**config.mk**
```make
export PLATFORM = sky130hd
export DESIGN_NAME = TrapRedirectTop
export DESIGN_NICKNAME = d
export VERILOG_FILES = /design/src/TrapTypes.sv /design/src/FetchPcUnit.sv /design/src/PipelineController.sv /design/src/TrapCsrFile.sv /design/src/TrapRedirectTop.sv
export SDC_FILE = /design/constraint.sdc
export NUM_CORES = 1
export LEC_CHECK = 0
export ABC_AREA = 0
export BUFFER_PORTS_ARGS = -buffer_cell sky130_fd_sc_hd__buf_2
export CAP_MARGIN = 20
export CORE_ASPECT_RATIO = 1.4
export CORE_MARGIN = 5
export CORE_UTILIZATION = 64
export DETAILED_ROUTE_END_ITERATION = 8
export GPL_ROUTABILITY_DRIVEN = 0
export PLACE_DENSITY = 0.94
export SKIP_CTS_REPAIR_TIMING = 1
export SLEW_MARGIN = 20
export SYNTH_ARGS = -nofsm -noshare
export SYNTH_HDL_FRONTEND = slang
export SYNTH_SLANG_ARGS = --single-unit
```
**constraint.sdc**
```tcl
create_clock -name clk -period 10.9 [get_ports clk]
set_input_delay 1.09 -clock clk [delete_from_list [all_inputs] [get_ports clk]]
set_output_delay 1.09 -clock clk [all_outputs]
set_load 0.03 [all_outputs]
```
**src/TrapTypes.sv**
```systemverilog
// shared privilege, CSR, trap and redirect types for the trap and redirect pipeline slice
package TrapTypes;

    typedef logic [31:0] vaddr_t;           // virtual address

    typedef enum logic [1:0] {
        Priv_User       = 2'b00,
        Priv_Supervisor = 2'b01,
        Priv_Machine    = 2'b11
    } priv_t;

    localparam logic [1:0] XtvecModeVectored = 2'b01; // vectored interrupt entry

    typedef struct packed {
        logic [29:0] BASE;                  // word-aligned vector base
        logic [1:0]  MODE;                  // 0 direct, 1 vectored
    } csr_xtvec_t;

    typedef struct packed {
        logic       isInterrupt;
        logic [4:0] code;                   // exception or interrupt code
    } trap_cause_t;

    typedef struct packed {
        logic        valid;
        logic [11:0] addr;                  // CSR number
        logic [31:0] data;
    } csr_write_t;

    typedef struct packed {
        logic        valid;
        trap_cause_t cause;
        vaddr_t      epc;                   // pc of the trapping instruction
    } trap_req_t;

    typedef struct packed {
        logic  valid;
        priv_t priv;                        // mret, sret or uret level
    } xret_req_t;

    typedef struct packed {
        priv_t      nextPriv;               // level the current trap lands in
        csr_xtvec_t mtvec;
        csr_xtvec_t stvec;
        csr_xtvec_t utvec;
        vaddr_t     mepc;
        vaddr_t     sepc;
        vaddr_t     uepc;
    } trap_csr_view_t;

    typedef struct packed {
        logic   flush;
        vaddr_t nextPc;                     // redirect target
    } redirect_t;

    typedef struct packed {
        logic ifStall;
        logic idStall;
        logic rrStall;
        logic bypassStall;
    } stall_t;

    localparam logic [11:0] CsrMtvec   = 12'h305;
    localparam logic [11:0] CsrStvec   = 12'h105;
    localparam logic [11:0] CsrUtvec   = 12'h005;
    localparam logic [11:0] CsrMepc    = 12'h341;
    localparam logic [11:0] CsrSepc    = 12'h141;
    localparam logic [11:0] CsrUepc    = 12'h041;
    localparam logic [11:0] CsrMedeleg = 12'h302;

endpackage

```
**src/FetchPcUnit.sv**
```systemverilog
// fetch pc register, loads redirect target on flush, holds on stall, else steps by 4
`timescale 1ns/1ps

module FetchPcUnit import TrapTypes::*; #(
    parameter vaddr_t ResetVector = 32'h0000_1000
) (
    input  logic      clk,
    input  logic      rstN,
    input  redirect_t redirect,             // flush and target from controller
    input  stall_t    stall,
    output vaddr_t    pc
);

    vaddr_t pcReg;
    vaddr_t pcNext;

    // flush has priority over stall
    always_comb begin
        if (redirect.flush) begin
            pcNext = redirect.nextPc;
        end
        else if (stall.ifStall) begin
            pcNext = pcReg;                 // hold
        end
        else begin
            pcNext = pcReg + 32'd4;         // sequential fetch
        end
    end

    always_ff @(posedge clk or negedge rstN) begin
        if (!rstN) begin
            pcReg <= ResetVector;
        end
        else begin
            pcReg <= pcNext;
        end
    end

    assign pc = pcReg;

endmodule

```
**src/PipelineController.sv**
```systemverilog
// combinational redirect and stall control, picks the trap vector, return pc or flush target
`timescale 1ns/1ps

module PipelineController import TrapTypes::*; (
    input  trap_csr_view_t csrView,
    input  trap_req_t      trapReq,
    input  xret_req_t      xretReq,
    input  logic           flushReq,        // plain flush, e.g. branch mispredict
    input  vaddr_t         flushTarget,
    input  logic           exStallReq,      // execute back-pressure
    output redirect_t      redirect,
    output stall_t         stall
);

    csr_xtvec_t  xtvec;
    logic [29:0] vecBase;                   // word index of the vector
    vaddr_t      trapVector;
    vaddr_t      trapReturnPc;

    // tvec of the level the trap lands in
    always_comb begin
        unique case (csrView.nextPriv)
            Priv_Machine:    xtvec = csrView.mtvec;
            Priv_Supervisor: xtvec = csrView.stvec;
            Priv_User:       xtvec = csrView.utvec;
            default:         xtvec = '0;
        endcase
    end

    always_comb begin
        if (xtvec.MODE == XtvecModeVectored && trapReq.cause.isInterrupt) begin
            vecBase = xtvec.BASE + 30'(trapReq.cause.code); // per-cause slot
        end
        else begin
            vecBase = xtvec.BASE;           // exceptions always hit base
        end
        trapVector = {vecBase, 2'b00};
    end

    always_comb begin
        unique case (xretReq.priv)
            Priv_Machine:    trapReturnPc = csrView.mepc;
            Priv_Supervisor: trapReturnPc = csrView.sepc;
            Priv_User:       trapReturnPc = csrView.uepc;
            default:         trapReturnPc = '0;
        endcase
    end

    // trap beats xret beats plain flush
    always_comb begin
        if (trapReq.valid) begin
            redirect.nextPc = trapVector;
        end
        else if (xretReq.valid) begin
            redirect.nextPc = trapReturnPc;
        end
        else begin
            redirect.nextPc = flushTarget;
        end
        redirect.flush = flushReq || trapReq.valid || xretReq.valid;
    end

    // every stage freezes together on an execute stall
    always_comb begin
        stall.ifStall     = exStallReq;
        stall.idStall     = exStallReq;
        stall.rrStall     = exStallReq;
        stall.bypassStall = exStallReq;
    end

endmodule

```
**src/TrapCsrFile.sv**
```systemverilog
// trap CSRs and current privilege, tracks privilege across traps and returns for the controller
`timescale 1ns/1ps

module TrapCsrFile import TrapTypes::*; (
    input  logic           clk,
    input  logic           rstN,
    input  csr_write_t     csrWrite,        // external CSR write strobe
    input  trap_req_t      trapReq,         // trap from execute side
    input  xret_req_t      xretReq,         // mret / sret / uret
    output trap_csr_view_t csrView,
    output priv_t          curPriv
);

    csr_xtvec_t  mtvec;
    csr_xtvec_t  stvec;
    csr_xtvec_t  utvec;
    vaddr_t      mepc;
    vaddr_t      sepc;
    vaddr_t      uepc;
    logic [31:0] medeleg;                   // one bit per exception code
    priv_t       privReg;
    priv_t       nextPriv;
    logic        delegate;

    // exceptions only, and never out of machine mode
    assign delegate = !trapReq.cause.isInterrupt
                   && medeleg[trapReq.cause.code]
                   && (privReg != Priv_Machine);

    always_comb begin
        if (trapReq.valid) begin
            nextPriv = delegate ? Priv_Supervisor : Priv_Machine;
        end
        else if (xretReq.valid) begin
            nextPriv = xretReq.priv;        // level being returned from
        end
        else begin
            nextPriv = privReg;             // no change
        end
    end

    // CSR writes first, a trap's epc overrides the targeted xepc below
    always_ff @(posedge clk or negedge rstN) begin
        if (!rstN) begin
            mtvec   <= '0;
            stvec   <= '0;
            utvec   <= '0;
            mepc    <= '0;
            sepc    <= '0;
            uepc    <= '0;
            medeleg <= '0;
        end
        else begin
            if (csrWrite.valid) begin
                unique case (csrWrite.addr)
                    CsrMtvec:   mtvec   <= csrWrite.data;
                    CsrStvec:   stvec   <= csrWrite.data;
                    CsrUtvec:   utvec   <= csrWrite.data;
                    CsrMepc:    mepc    <= csrWrite.data;
                    CsrSepc:    sepc    <= csrWrite.data;
                    CsrUepc:    uepc    <= csrWrite.data;
                    CsrMedeleg: medeleg <= csrWrite.data;
                    default: ;                  // other CSRs live elsewhere
                endcase
            end
            if (trapReq.valid) begin
                unique case (nextPriv)
                    Priv_Machine:    mepc <= trapReq.epc;
                    Priv_Supervisor: sepc <= trapReq.epc;
                    Priv_User:       uepc <= trapReq.epc;
                    default: ;
                endcase
            end
        end
    end

    // privilege register, trap takes precedence over xret
    always_ff @(posedge clk or negedge rstN) begin
        if (!rstN) begin
            privReg <= Priv_Machine;        // boot in machine mode
        end
        else if (trapReq.valid) begin
            privReg <= nextPriv;
        end
        else if (xretReq.valid) begin
            privReg <= Priv_User;           // no previous-priv stack here
        end
    end

    always_comb begin
        csrView.nextPriv = nextPriv;
        csrView.mtvec    = mtvec;
        csrView.stvec    = stvec;
        csrView.utvec    = utvec;
        csrView.mepc     = mepc;
        csrView.sepc     = sepc;
        csrView.uepc     = uepc;
    end

    assign curPriv = privReg;

endmodule

```
**src/TrapRedirectTop.sv**
```systemverilog
// top of the trap and redirect slice, wires CSR state to controller to fetch pc
`timescale 1ns/1ps

module TrapRedirectTop import TrapTypes::*; #(
    parameter vaddr_t ResetVector = 32'h0000_1000
) (
    input  logic       clk,
    input  logic       rstN,
    input  csr_write_t csrWrite,
    input  trap_req_t  trapReq,
    input  xret_req_t  xretReq,
    input  logic       flushReq,
    input  vaddr_t     flushTarget,
    input  logic       exStallReq,
    output vaddr_t     pc,
    output logic       flush,
    output stall_t     stall,
    output priv_t      curPriv
);

    trap_csr_view_t csrView;                // CSR state toward controller
    redirect_t      redirect;               // controller toward fetch

    TrapCsrFile u_TrapCsrFile (
        .clk      (clk),
        .rstN     (rstN),
        .csrWrite (csrWrite),
        .trapReq  (trapReq),
        .xretReq  (xretReq),
        .csrView  (csrView),
        .curPriv  (curPriv)
    );

    PipelineController u_PipelineController (
        .csrView     (csrView),
        .trapReq     (trapReq),
        .xretReq     (xretReq),
        .flushReq    (flushReq),
        .flushTarget (flushTarget),
        .exStallReq  (exStallReq),
        .redirect    (redirect),
        .stall       (stall)
    );

    FetchPcUnit #(
        .ResetVector (ResetVector)
    ) u_FetchPcUnit (
        .clk      (clk),
        .rstN     (rstN),
        .redirect (redirect),
        .stall    (stall),
        .pc       (pc)
    );

    assign flush = redirect.flush;          // exposed for the rest of the pipe

endmodule

```
==> flow_metrics.tcl, run 1 <==
set metrics [dict create \
    status "complete, no violations" \
    avgRoutedWirePerCell_um 25.5 \
    synth-edff-count 0 \
    grt_pass1_vias 12255 \
    routed_wl_um 43800 \
    num_rows 63 \
    grt_max_degree 121 \
    rsz0062_at_grt "false" \
    syn_inst 1315 \
    crit_family "simple AND/OR/NAND/NOR gates" \
    die-area_um2 24700 \
    drive_above_1_share_pct 28.4 \
    fmax_mhz 183 \
    cts_made_buffers 25 \
    ys.flop_type "dfrtp_1" \
    start_util_pct 65.1 \
    worst_pin_slew_ps 942 \
    start_kind "input pin" \
    max_stage_delay_ps 780 \
    setup_viol 0 \
    clock-root-buffer "clkbuf_16" \
    slew_viol_final 0 \
    cp_num_buf_inv 3 \
    antenna_found_initial 1 \
    grt_remaining_overflow 0 \
    syn_avg_cell_area_um2 10.5 \
    drt_first_pass_iters 8 \
    cp_common_cell "a21oi_1" \
    netlist_area_um2 13900 \
    ys_seq_area_share_pct 46.6 \
    die_w_um 134 \
    ys.warnings.count 0 \
    dpl-instance-area_um2 14800 \
    clockBufferDepth 3 \
    critPathKind "in2reg" \
    vdd_drop_max_v 0.000180 \
    grt.total_usage_pct 35.3 \
    max_slew_margin_pct 37.2 \
    design_area_um2 15800 \
    port_buffers 161 \
    p_leak_nw 7.75 \
    hp-class "reg2reg" \
    timing.final.crit_share_pct 50.2 \
    synth.distinct_cells 73 \
    grt_pass1_wl_um 68800 \
    setup-tns-final_ps 0 \
    cp.arrival_ps 5900 \
    postRouteAntennaNets 0 \
    nNetsFinal 1567 \
    fin_util_pct 74.0 \
    fin_skew_ps 25.4 \
    power_density_nw_per_um2 151 \
    die_h_um 184 \
    path_cells "buf_2 > inv_1 > buf_4 > nand3_1 > nor2_1 > nand2_1 > o21ai_0 > ha_1 > fa_1 > a21oi_1 > o21bai_1 > a21oi_1 > nor2_1 > nand4_1 > o311a_1 > a211oi_1 > a21oi_1 > a21o_1" \
    viasPerCell 6.98 \
    synth_seq_cells 258 \
    critPathMaxFanout 25 \
    num_vias 11977 \
    fin_crit_ps 5470 \
    dp_hpwl_um 28600 \
    slowest_stage "nor2_1" \
    clkLatencyLatePin_ps 540 \
    h-tree-depth 1 \
    drc 0 \
    clk_pin_slew_ps 70 \
    async_reset_ff_share_pct 100 \
    drv_cap 0 \
    syn_nets 1445 \
    final-hold-violation-count 0 \
    drt-initial-drc-count 1804 \
    pin_count 162 \
    cp-end-kind "flip-flop" \
    crit_required_ps 11320 \
    area_growth_pct 13.7 \
    cts_tree "built" \
    coreArea_um2 21300 \
    cts_sinks 258 \
]
==> sequential cells by signal, indices dropped and copies added, names as in the netlist <==
register and flops:
u_TrapCsrFile.curPriv 2, u_TrapCsrFile.sepc 32, u_TrapCsrFile.mepc 32, u_TrapCsrFile.csrView 96, u_TrapCsrFile.uepc 32, u_TrapCsrFile.medeleg 32
u_FetchPcUnit.pc 32
==> logic make-up (layout without fill, tap and decap cells) <==
| logic type | count (synthesis) | count (layout) | share of synthesized area, % |
|---|---|---|---|
| buf+inv | 95 | 235 | 2.93 |
| flops | 258 | 258 | 46.6 |
| simple gates | 336 | 336 | 11.4 |
| xor+xnor | 31 | 31 | 1.96 |
| mux | 308 | 308 | 24.2 |
| fa+ha+maj | 7 | 7 | 0.686 |
| other cells | 0 | 1 | 0 |
| compound gates | 280 | 280 | 12.2 |
==> worst register-to-register path: stages, from the launching register on <==
cell and delay (ps):
dfrtp_1 480, mux2i_1 120, mux4_2 490, a221oi_2 430, a31oi_4 360, mux2i_1 200, o21ai_0 450, ha_1 340
a21o_1 170, a21oi_1 250, o21bai_1 100, a21oi_1 280, a211oi_2 90, nand4_1 140, xnor2_1 70, a222oi_1 410
o21ai_0 190, o2bb2ai_1 150
==> where the power goes <==
part           internal [mW]  switching, mW
Combinational          0.108          0.204
Clock                  0.609          0.391
Sequential              1.02         0.0466
==> layer usage <==
metal,vias to the layer above,GRT usage [%],share of wire (%)
met3,252,8.00,11
met1,5786,45.2,36
met5,-,0,0
met2,948,56.8,47
met4,0,17.6,6.0
li1,4991,-,-
==> through the flow <==
step / std cells / setup slack (ps) / hold WS [ps] / total power [mW]
after floorplan: 1315 / 5590 / 470 / 1.25
after global routing: 1716 / 5190 / 513 / 2.45
final: 1716 / 5430 / 505 / 2.38
after detailed placement: 1670 / 5180 / 492 / 1.38
after global placement: 1670 / 5370 / 479 / 1.36
after CTS: 1715 / 5600 / 506 / 2.37
==> cell type report <==
cell class | count | area (um2)
antenna | 1 | 2.50
clock buffer | 31 | 678
clock inverter | 14 | 262
fill | 1242 | 5530
inverter | 10 | 37.5
multi-input combinational | 962 | 7030
sequential | 258 | 6460
tap | 260 | 325
timing repair buffer | 180 | 962
==> cells in the mapped netlist, types with 15 or more instances <==
master	number	area [um2]
o21ai_0	107	536
xor2_1	17	149
o21ai_1	15	75.1
nand2_1	132	495
nor2_1	89	334
buf_1	23	86.3
nand3_1	26	130
mux2i_1	142	1420
dfrtp_1	255	6380
a21oi_1	76	380
clkbuf_1	51	191
mux2_2	161	1810
==> worst paths after layout <==
path                       cells after the start                             startpoint                                     end  slack, ps
setup / recovery                              18                            trapReq[38]        u_FetchPcUnit.pc[14]$_DFFE_PN0N_       5430
hold / removal                                 1       u_TrapCsrFile.uepc[17]$_DFF_PN0_        u_TrapCsrFile.uepc[17]$_DFF_PN0_        510
hold reg to reg                                1       u_TrapCsrFile.uepc[17]$_DFF_PN0_        u_TrapCsrFile.uepc[17]$_DFF_PN0_        510
setup reg to reg                              17  u_TrapCsrFile.medeleg[23]$_DFFE_PN0P_        u_FetchPcUnit.pc[11]$_DFFE_PN0N_       6040
min in group asynchronous                      1                                   rstN        u_TrapCsrFile.mepc[11]$_DFF_PN0_        660
max in group asynchronous                      3                                   rstN  u_TrapCsrFile.csrView[132]$_DFFE_PN0P_       8200
==> cell usage in the layout (no fill, tap or decap), types with 5 or more instances in the layout <==
| cell type | count |
|---|---|
| nand4_1 | 8 |
| xor2_1 | 17 |
| mux2_2 | 161 |
| dfrtp_1 | 255 |
| mux2i_1 | 142 |
| nor2_1 | 89 |
| and3_1 | 12 |
| a21o_1 | 10 |
| nand2_1 | 131 |
| buf_2 | 160 |
| inv_1 | 10 |
| nand3_1 | 26 |
| a31oi_1 | 13 |
| ha_1 | 6 |
| clkbuf_16 | 25 |
| a211oi_1 | 6 |
| a32oi_1 | 7 |
| or3_1 | 7 |
| o21ai_1 | 15 |
| nor3_1 | 10 |
| nand2b_1 | 8 |
| a21oi_1 | 75 |
| o21ai_0 | 107 |
| buf_4 | 18 |
| o221a_1 | 5 |
| bufinv_16 | 7 |
| nor4_1 | 7 |
| xnor2_1 | 14 |
| nor2b_1 | 6 |
| mux4_2 | 5 |
No activity file was read; power rests on OpenSTA's default activity.
==> run 2, diff against run 1 <==
CORE_UTILIZATION = 53   (was 64)
PLACE_DENSITY = 0.84   (was 0.94)
clock period = 4.5 ns   (was 10.9 ns; I/O delays follow)
==> flow_metrics.tcl, run 2 (synthesis results as in run 1) <==
set metrics [dict create \
    fin_crit_ps 4410 \
    coreArea_um2 25900 \
    drive_above_1_share_pct 29.4 \
    drt_first_pass_iters 7 \
    postRouteAntennaNets 0 \
    max_slew_margin_pct 24.6 \
    cts_made_buffers 23 \
    nNetsFinal 1591 \
    fin_skew_ps 15.3 \
    clockBufferDepth 3 \
    layout_common_cells "dfrtp_1, mux2_2, buf_2" \
    drc 0 \
    die_h_um 201 \
    port_buffers 161 \
    clock-root-buffer "clkbuf_16" \
    num_vias 11497 \
    critPathKind "reg2reg" \
    grt_pass1_wl_um 65900 \
    area_growth_pct 14.8 \
    timing.final.crit_share_pct 97.9 \
    h-tree-depth 1 \
    crit-reg2reg-launch "u_TrapCsrFile.medeleg[27]$_DFFE_PN0P_" \
    start_util_pct 53.5 \
    power_density_nw_per_um2 337 \
    largest_reg_flops 96 \
    setup_viol 0 \
    clkLatencyLatePin_ps 520 \
    cp-end-kind "flip-flop" \
    antenna_found_initial 6 \
    avgRoutedWirePerCell_um 23.2 \
    grt_remaining_overflow 0 \
    viasPerCell 6.38 \
    p_leak_nw 7.77 \
    die-area_um2 29500 \
    mostFrequentLayoutCell "dfrtp_1" \
    grt_max_degree 121 \
    pin_count 162 \
    final-hold-violation-count 0 \
    start_kind "flip-flop" \
    fmax_mhz 227 \
    cp-startpoint "u_TrapCsrFile.medeleg[27]$_DFFE_PN0P_" \
    fin_total_pwr_mw 5.36 \
    num_rows 70 \
    grt.total_usage_pct 27.7 \
    routed_wl_um 41800 \
    status "complete, no violations" \
    die_w_um 147 \
    vdd_drop_max_v 0.000262 \
    cts_sinks 258 \
    grt_pass1_vias 11717 \
    slew_viol_final 0 \
    critPathMaxFanout 13 \
    dp_hpwl_um 29100 \
    worst_slack_ps 92.7 \
    hp-class "in2async" \
    crit_required_ps 4900 \
    drt-initial-drc-count 917 \
    drv_cap 0 \
    worst_pin_slew_ps 1130 \
    clk_pin_slew_ps 70 \
    cp.arrival_ps 4810 \
    pre_cts_ws_ps -72.0 \
    cts_tree "built" \
]
==> run 2: stage by stage <==
step           util [%]  area [um2]  hold WS [ps]  TNS (ps)  instances
5_1_grt            61.3       15900           105      -384       1801
3_5_place_dp       58.4       15100           488     -72.0       1760
4_1_cts            61.3       15900          87.4         0       1798
6_report           61.3       15900          2.98         0       1801
2_1_floorplan         -       13900           154     -57.0       1315
3_3_place_gp       58.4       15100           479         0       1760
==> run 2: final timing paths <==
kind	end	slack (ps)	cells after the start
worst max-delay path	u_FetchPcUnit.pc[19]$_DFFE_PN0N_	90	15
max in group asynchronous	u_TrapCsrFile.csrView[152]$_DFFE_PN0P_	3230	2
min in group clk	u_TrapCsrFile.mepc[24]$_DFF_PN0_	160	3
worst min-delay path	u_TrapCsrFile.mepc[11]$_DFF_PN0_	3	1
worst max register to register	u_FetchPcUnit.pc[19]$_DFFE_PN0N_	90	15
worst min register to register	u_TrapCsrFile.csrView[113]$_DFFE_PN0P_	500	1
==> run 2: critical path, cell delays in order, from the launching register on <==
cell and delay, ps:
dfrtp_1 410, mux4_2 500, mux2i_1 250, nand3_1 220, a31oi_4 330, buf_4 340
mux2i_1 260, o21ai_0 140, ha_1 370, a21oi_1 150, a211oi_2 310, nand3_2 170
or4_1 420, a31oi_1 170, a31oi_1 60, a21o_1 180
==> run 2: cell type report <==
| type | count | area [um2] |
|---|---|---|
| sequential | 258 | 6460 |
| fill | 1987 | 10000 |
| timing repair buffer | 206 | 1190 |
| clock inverter | 6 | 114 |
| antenna | 3 | 7.51 |
| clock buffer | 32 | 639 |
| tap | 324 | 405 |
| multi-input combinational | 962 | 7050 |
| inverter | 10 | 37.5 |
==> run 2: per-layer routing <==
metal | vias up | global-route usage (%) | routed length, um
li1 | 5042 | - | -
met1 | 5714 | 35.3 | 15900
met2 | 602 | 46.3 | 20400
met3 | 135 | 5.34 | 3640
met4 | 4 | 11.6 | 1850
met5 | - | 0 | 21
==> run 2: where the power goes <==
| group | leakage, nW | internal [mW] | switching [mW] | total [mW] |
|---|---|---|---|---|
| logic | 3.99 | 0.274 | 0.480 | 0.754 |
| clock network | 0.359 | 1.16 | 0.857 | 2.02 |
| registers | 3.42 | 2.47 | 0.111 | 2.58 |
| total | 7.77 | 3.91 | 1.45 | 5.36 |
==> run 3, diff against run 2 <==
BUFFER_PORTS_ARGS = -buffer_cell sky130_fd_sc_hd__clkbuf_2   (was -buffer_cell sky130_fd_sc_hd__buf_2)
==> flow_metrics.tcl, run 3 (synthesis results as in run 1) <==
set metrics [dict create \
    status "complete, no violations" \
    drt_first_pass_iters 5 \
    postRouteAntennaNets 0 \
    power_density_nw_per_um2 339 \
    routed_wl_um 40500 \
    start_util_pct 53.5 \
    r2r-end "u_FetchPcUnit.pc[14]$_DFFE_PN0N_" \
    dp_hpwl_um 28500 \
    die-area_um2 29500 \
    num_vias 11395 \
    path_cells "mux2i_1 > mux4_2 > a221oi_2 > a31oi_4 > mux2i_1 > o21ai_1 > ha_2 > fa_2 > a21oi_2 > o21bai_1 > a21oi_1 > nor2_1 > nand4_1 > o311a_1 > a211oi_1 > a21oi_1 > a21o_1" \
    cts_tree "built" \
    antenna_found_initial 3 \
    grt_max_degree 127 \
    cts_sinks 258 \
    crit-reg2reg-launch "u_TrapCsrFile.medeleg[11]$_DFFE_PN0P_" \
    setup_viol 0 \
    pin_count 162 \
    timing.final.crit_share_pct 95.4 \
    clockBufferDepth 3 \
    drv_cap 0 \
    fmax_mhz 233 \
    r2r_slack_ps 210 \
    fin_crit_ps 4290 \
    pre_cts_ws_ps -23.3 \
    grt_pass1_vias 11678 \
    largest_reg_flops 96 \
    setup-tns-final_ps 0 \
    avgRoutedWirePerCell_um 22.5 \
    drt-initial-drc-count 1066 \
    die_w_um 147 \
    fillers 1996 \
    vdd_drop_max_v 0.000294 \
    mostFrequentLayoutCell "dfrtp_1" \
    area_growth_pct 14.7 \
    cp.arrival_ps 4700 \
    coreArea_um2 25900 \
    max_slew_margin_pct 34.2 \
    slowest_stage "mux4_2" \
    final-hold-violation-count 0 \
    critPathMaxFanout 6 \
    crit_required_ps 4910 \
    die_h_um 201 \
    clock-root-buffer "clkbuf_16" \
    clkLatencyLatePin_ps 520 \
    p_leak_nw 7.79 \
    h-tree-depth 1 \
    max_stage_delay_ps 490 \
    clk_pin_slew_ps 70 \
    grt_remaining_overflow 0 \
    hp-class "in2async" \
    slew_viol_final 0 \
    drc 0 \
    cp-startpoint "u_TrapCsrFile.medeleg[11]$_DFFE_PN0P_" \
    fin_total_pwr_mw 5.40 \
    worst_pin_slew_ps 987 \
    grt.total_usage_pct 26.7 \
    cts_made_buffers 24 \
    dpl-instance-area_um2 15100 \
    layout_common_cells "dfrtp_1, mux2_2, clkbuf_2" \
    design_area_um2 15900 \
    viasPerCell 6.33 \
    worst_slack_ps 208 \
    start_kind "flip-flop" \
    cp-end-kind "flip-flop" \
    num_rows 70 \
    r2r.worst_path.cells 17 \
    drive_above_1_share_pct 29.2 \
    critPathKind "reg2reg" \
    grt_pass1_wl_um 63800 \
    fin_skew_ps 14.3 \
    fin_util_pct 61.3 \
    port_buffers 161 \
    nNetsFinal 1586 \
]
==> run 3: cell count changes in the layout (fill, tap and decap cells not counted), sizes merged, moves of 2 or more <==
cell / before / now
clkinv: 0 / 5
clkbuf: 32 / 197
buf: 206 / 40
clkinvlp: 2 / 0
==> run 3: worst max-delay path by stage <==
stage	to	slack, ps	cells after the start
finish	u_FetchPcUnit.pc[14]$_DFFE_PN0N_	210	17
global route	u_FetchPcUnit.pc[19]$_DFFE_PN0N_	-30	17
CTS	u_FetchPcUnit.pc[18]$_DFFE_PN0N_	290	17
detailed placement	u_FetchPcUnit.pc[19]$_DFFE_PN0N_	-20	19
global placement	u_FetchPcUnit.pc[8]$_DFFE_PN0N_	100	20
floorplan	u_FetchPcUnit.pc[14]$_DFFE_PN0N_	-60	22
==> run 3: per-stage QoR <==
| stage | std cells | hold slack, ps |
|---|---|---|
| after floorplan | 1315 | 154 |
| after global placement | 1753 | 477 |
| after detailed placement | 1753 | 484 |
| after CTS | 1797 | 85.6 |
| after global routing | 1800 | 119 |
| final | 1800 | 20.1 |
==> run 3: area by class of cell <==
cell class	instances	area (um2)	share of cell area, %
Sequential cell	258	6460	40.6
Tap cell	324	405	2.55
Clock inverter	7	96.3	0.606
Timing Repair Buffer	200	1150	7.26
Multi-Input combinational cell	962	7040	44.3
Antenna cell	2	5.00	0.0315
Inverter	10	37.5	0.236
Clock buffer	37	701	4.41
==> run 3: per-layer routing <==
layer	up-vias	global-route usage (%)	routed length [um]
li1	5035	-	-
met1	5635	33.6	15500
met2	582	45.1	19700
met3	141	5.32	3530
met4	2	10.7	1710
met5	-	0	13
==> run 3: power by group <==
group / total, mW / switching, mW / internal [mW]
clock: 2.07 / 0.874 / 1.19
combinational: 0.749 / 0.477 / 0.272
sequential: 2.58 / 0.107 / 2.47
==> run 3: worst max-delay path, delay by kind of cell (launching register included) <==
family	cells	cell delay [ps]
adder cells (fa/ha/maj)	2	490
flip-flops	1	400
multiplexers	3	760
AND/OR/NAND/NOR	2	340
AO/OA/AOI/OAI	10	2170
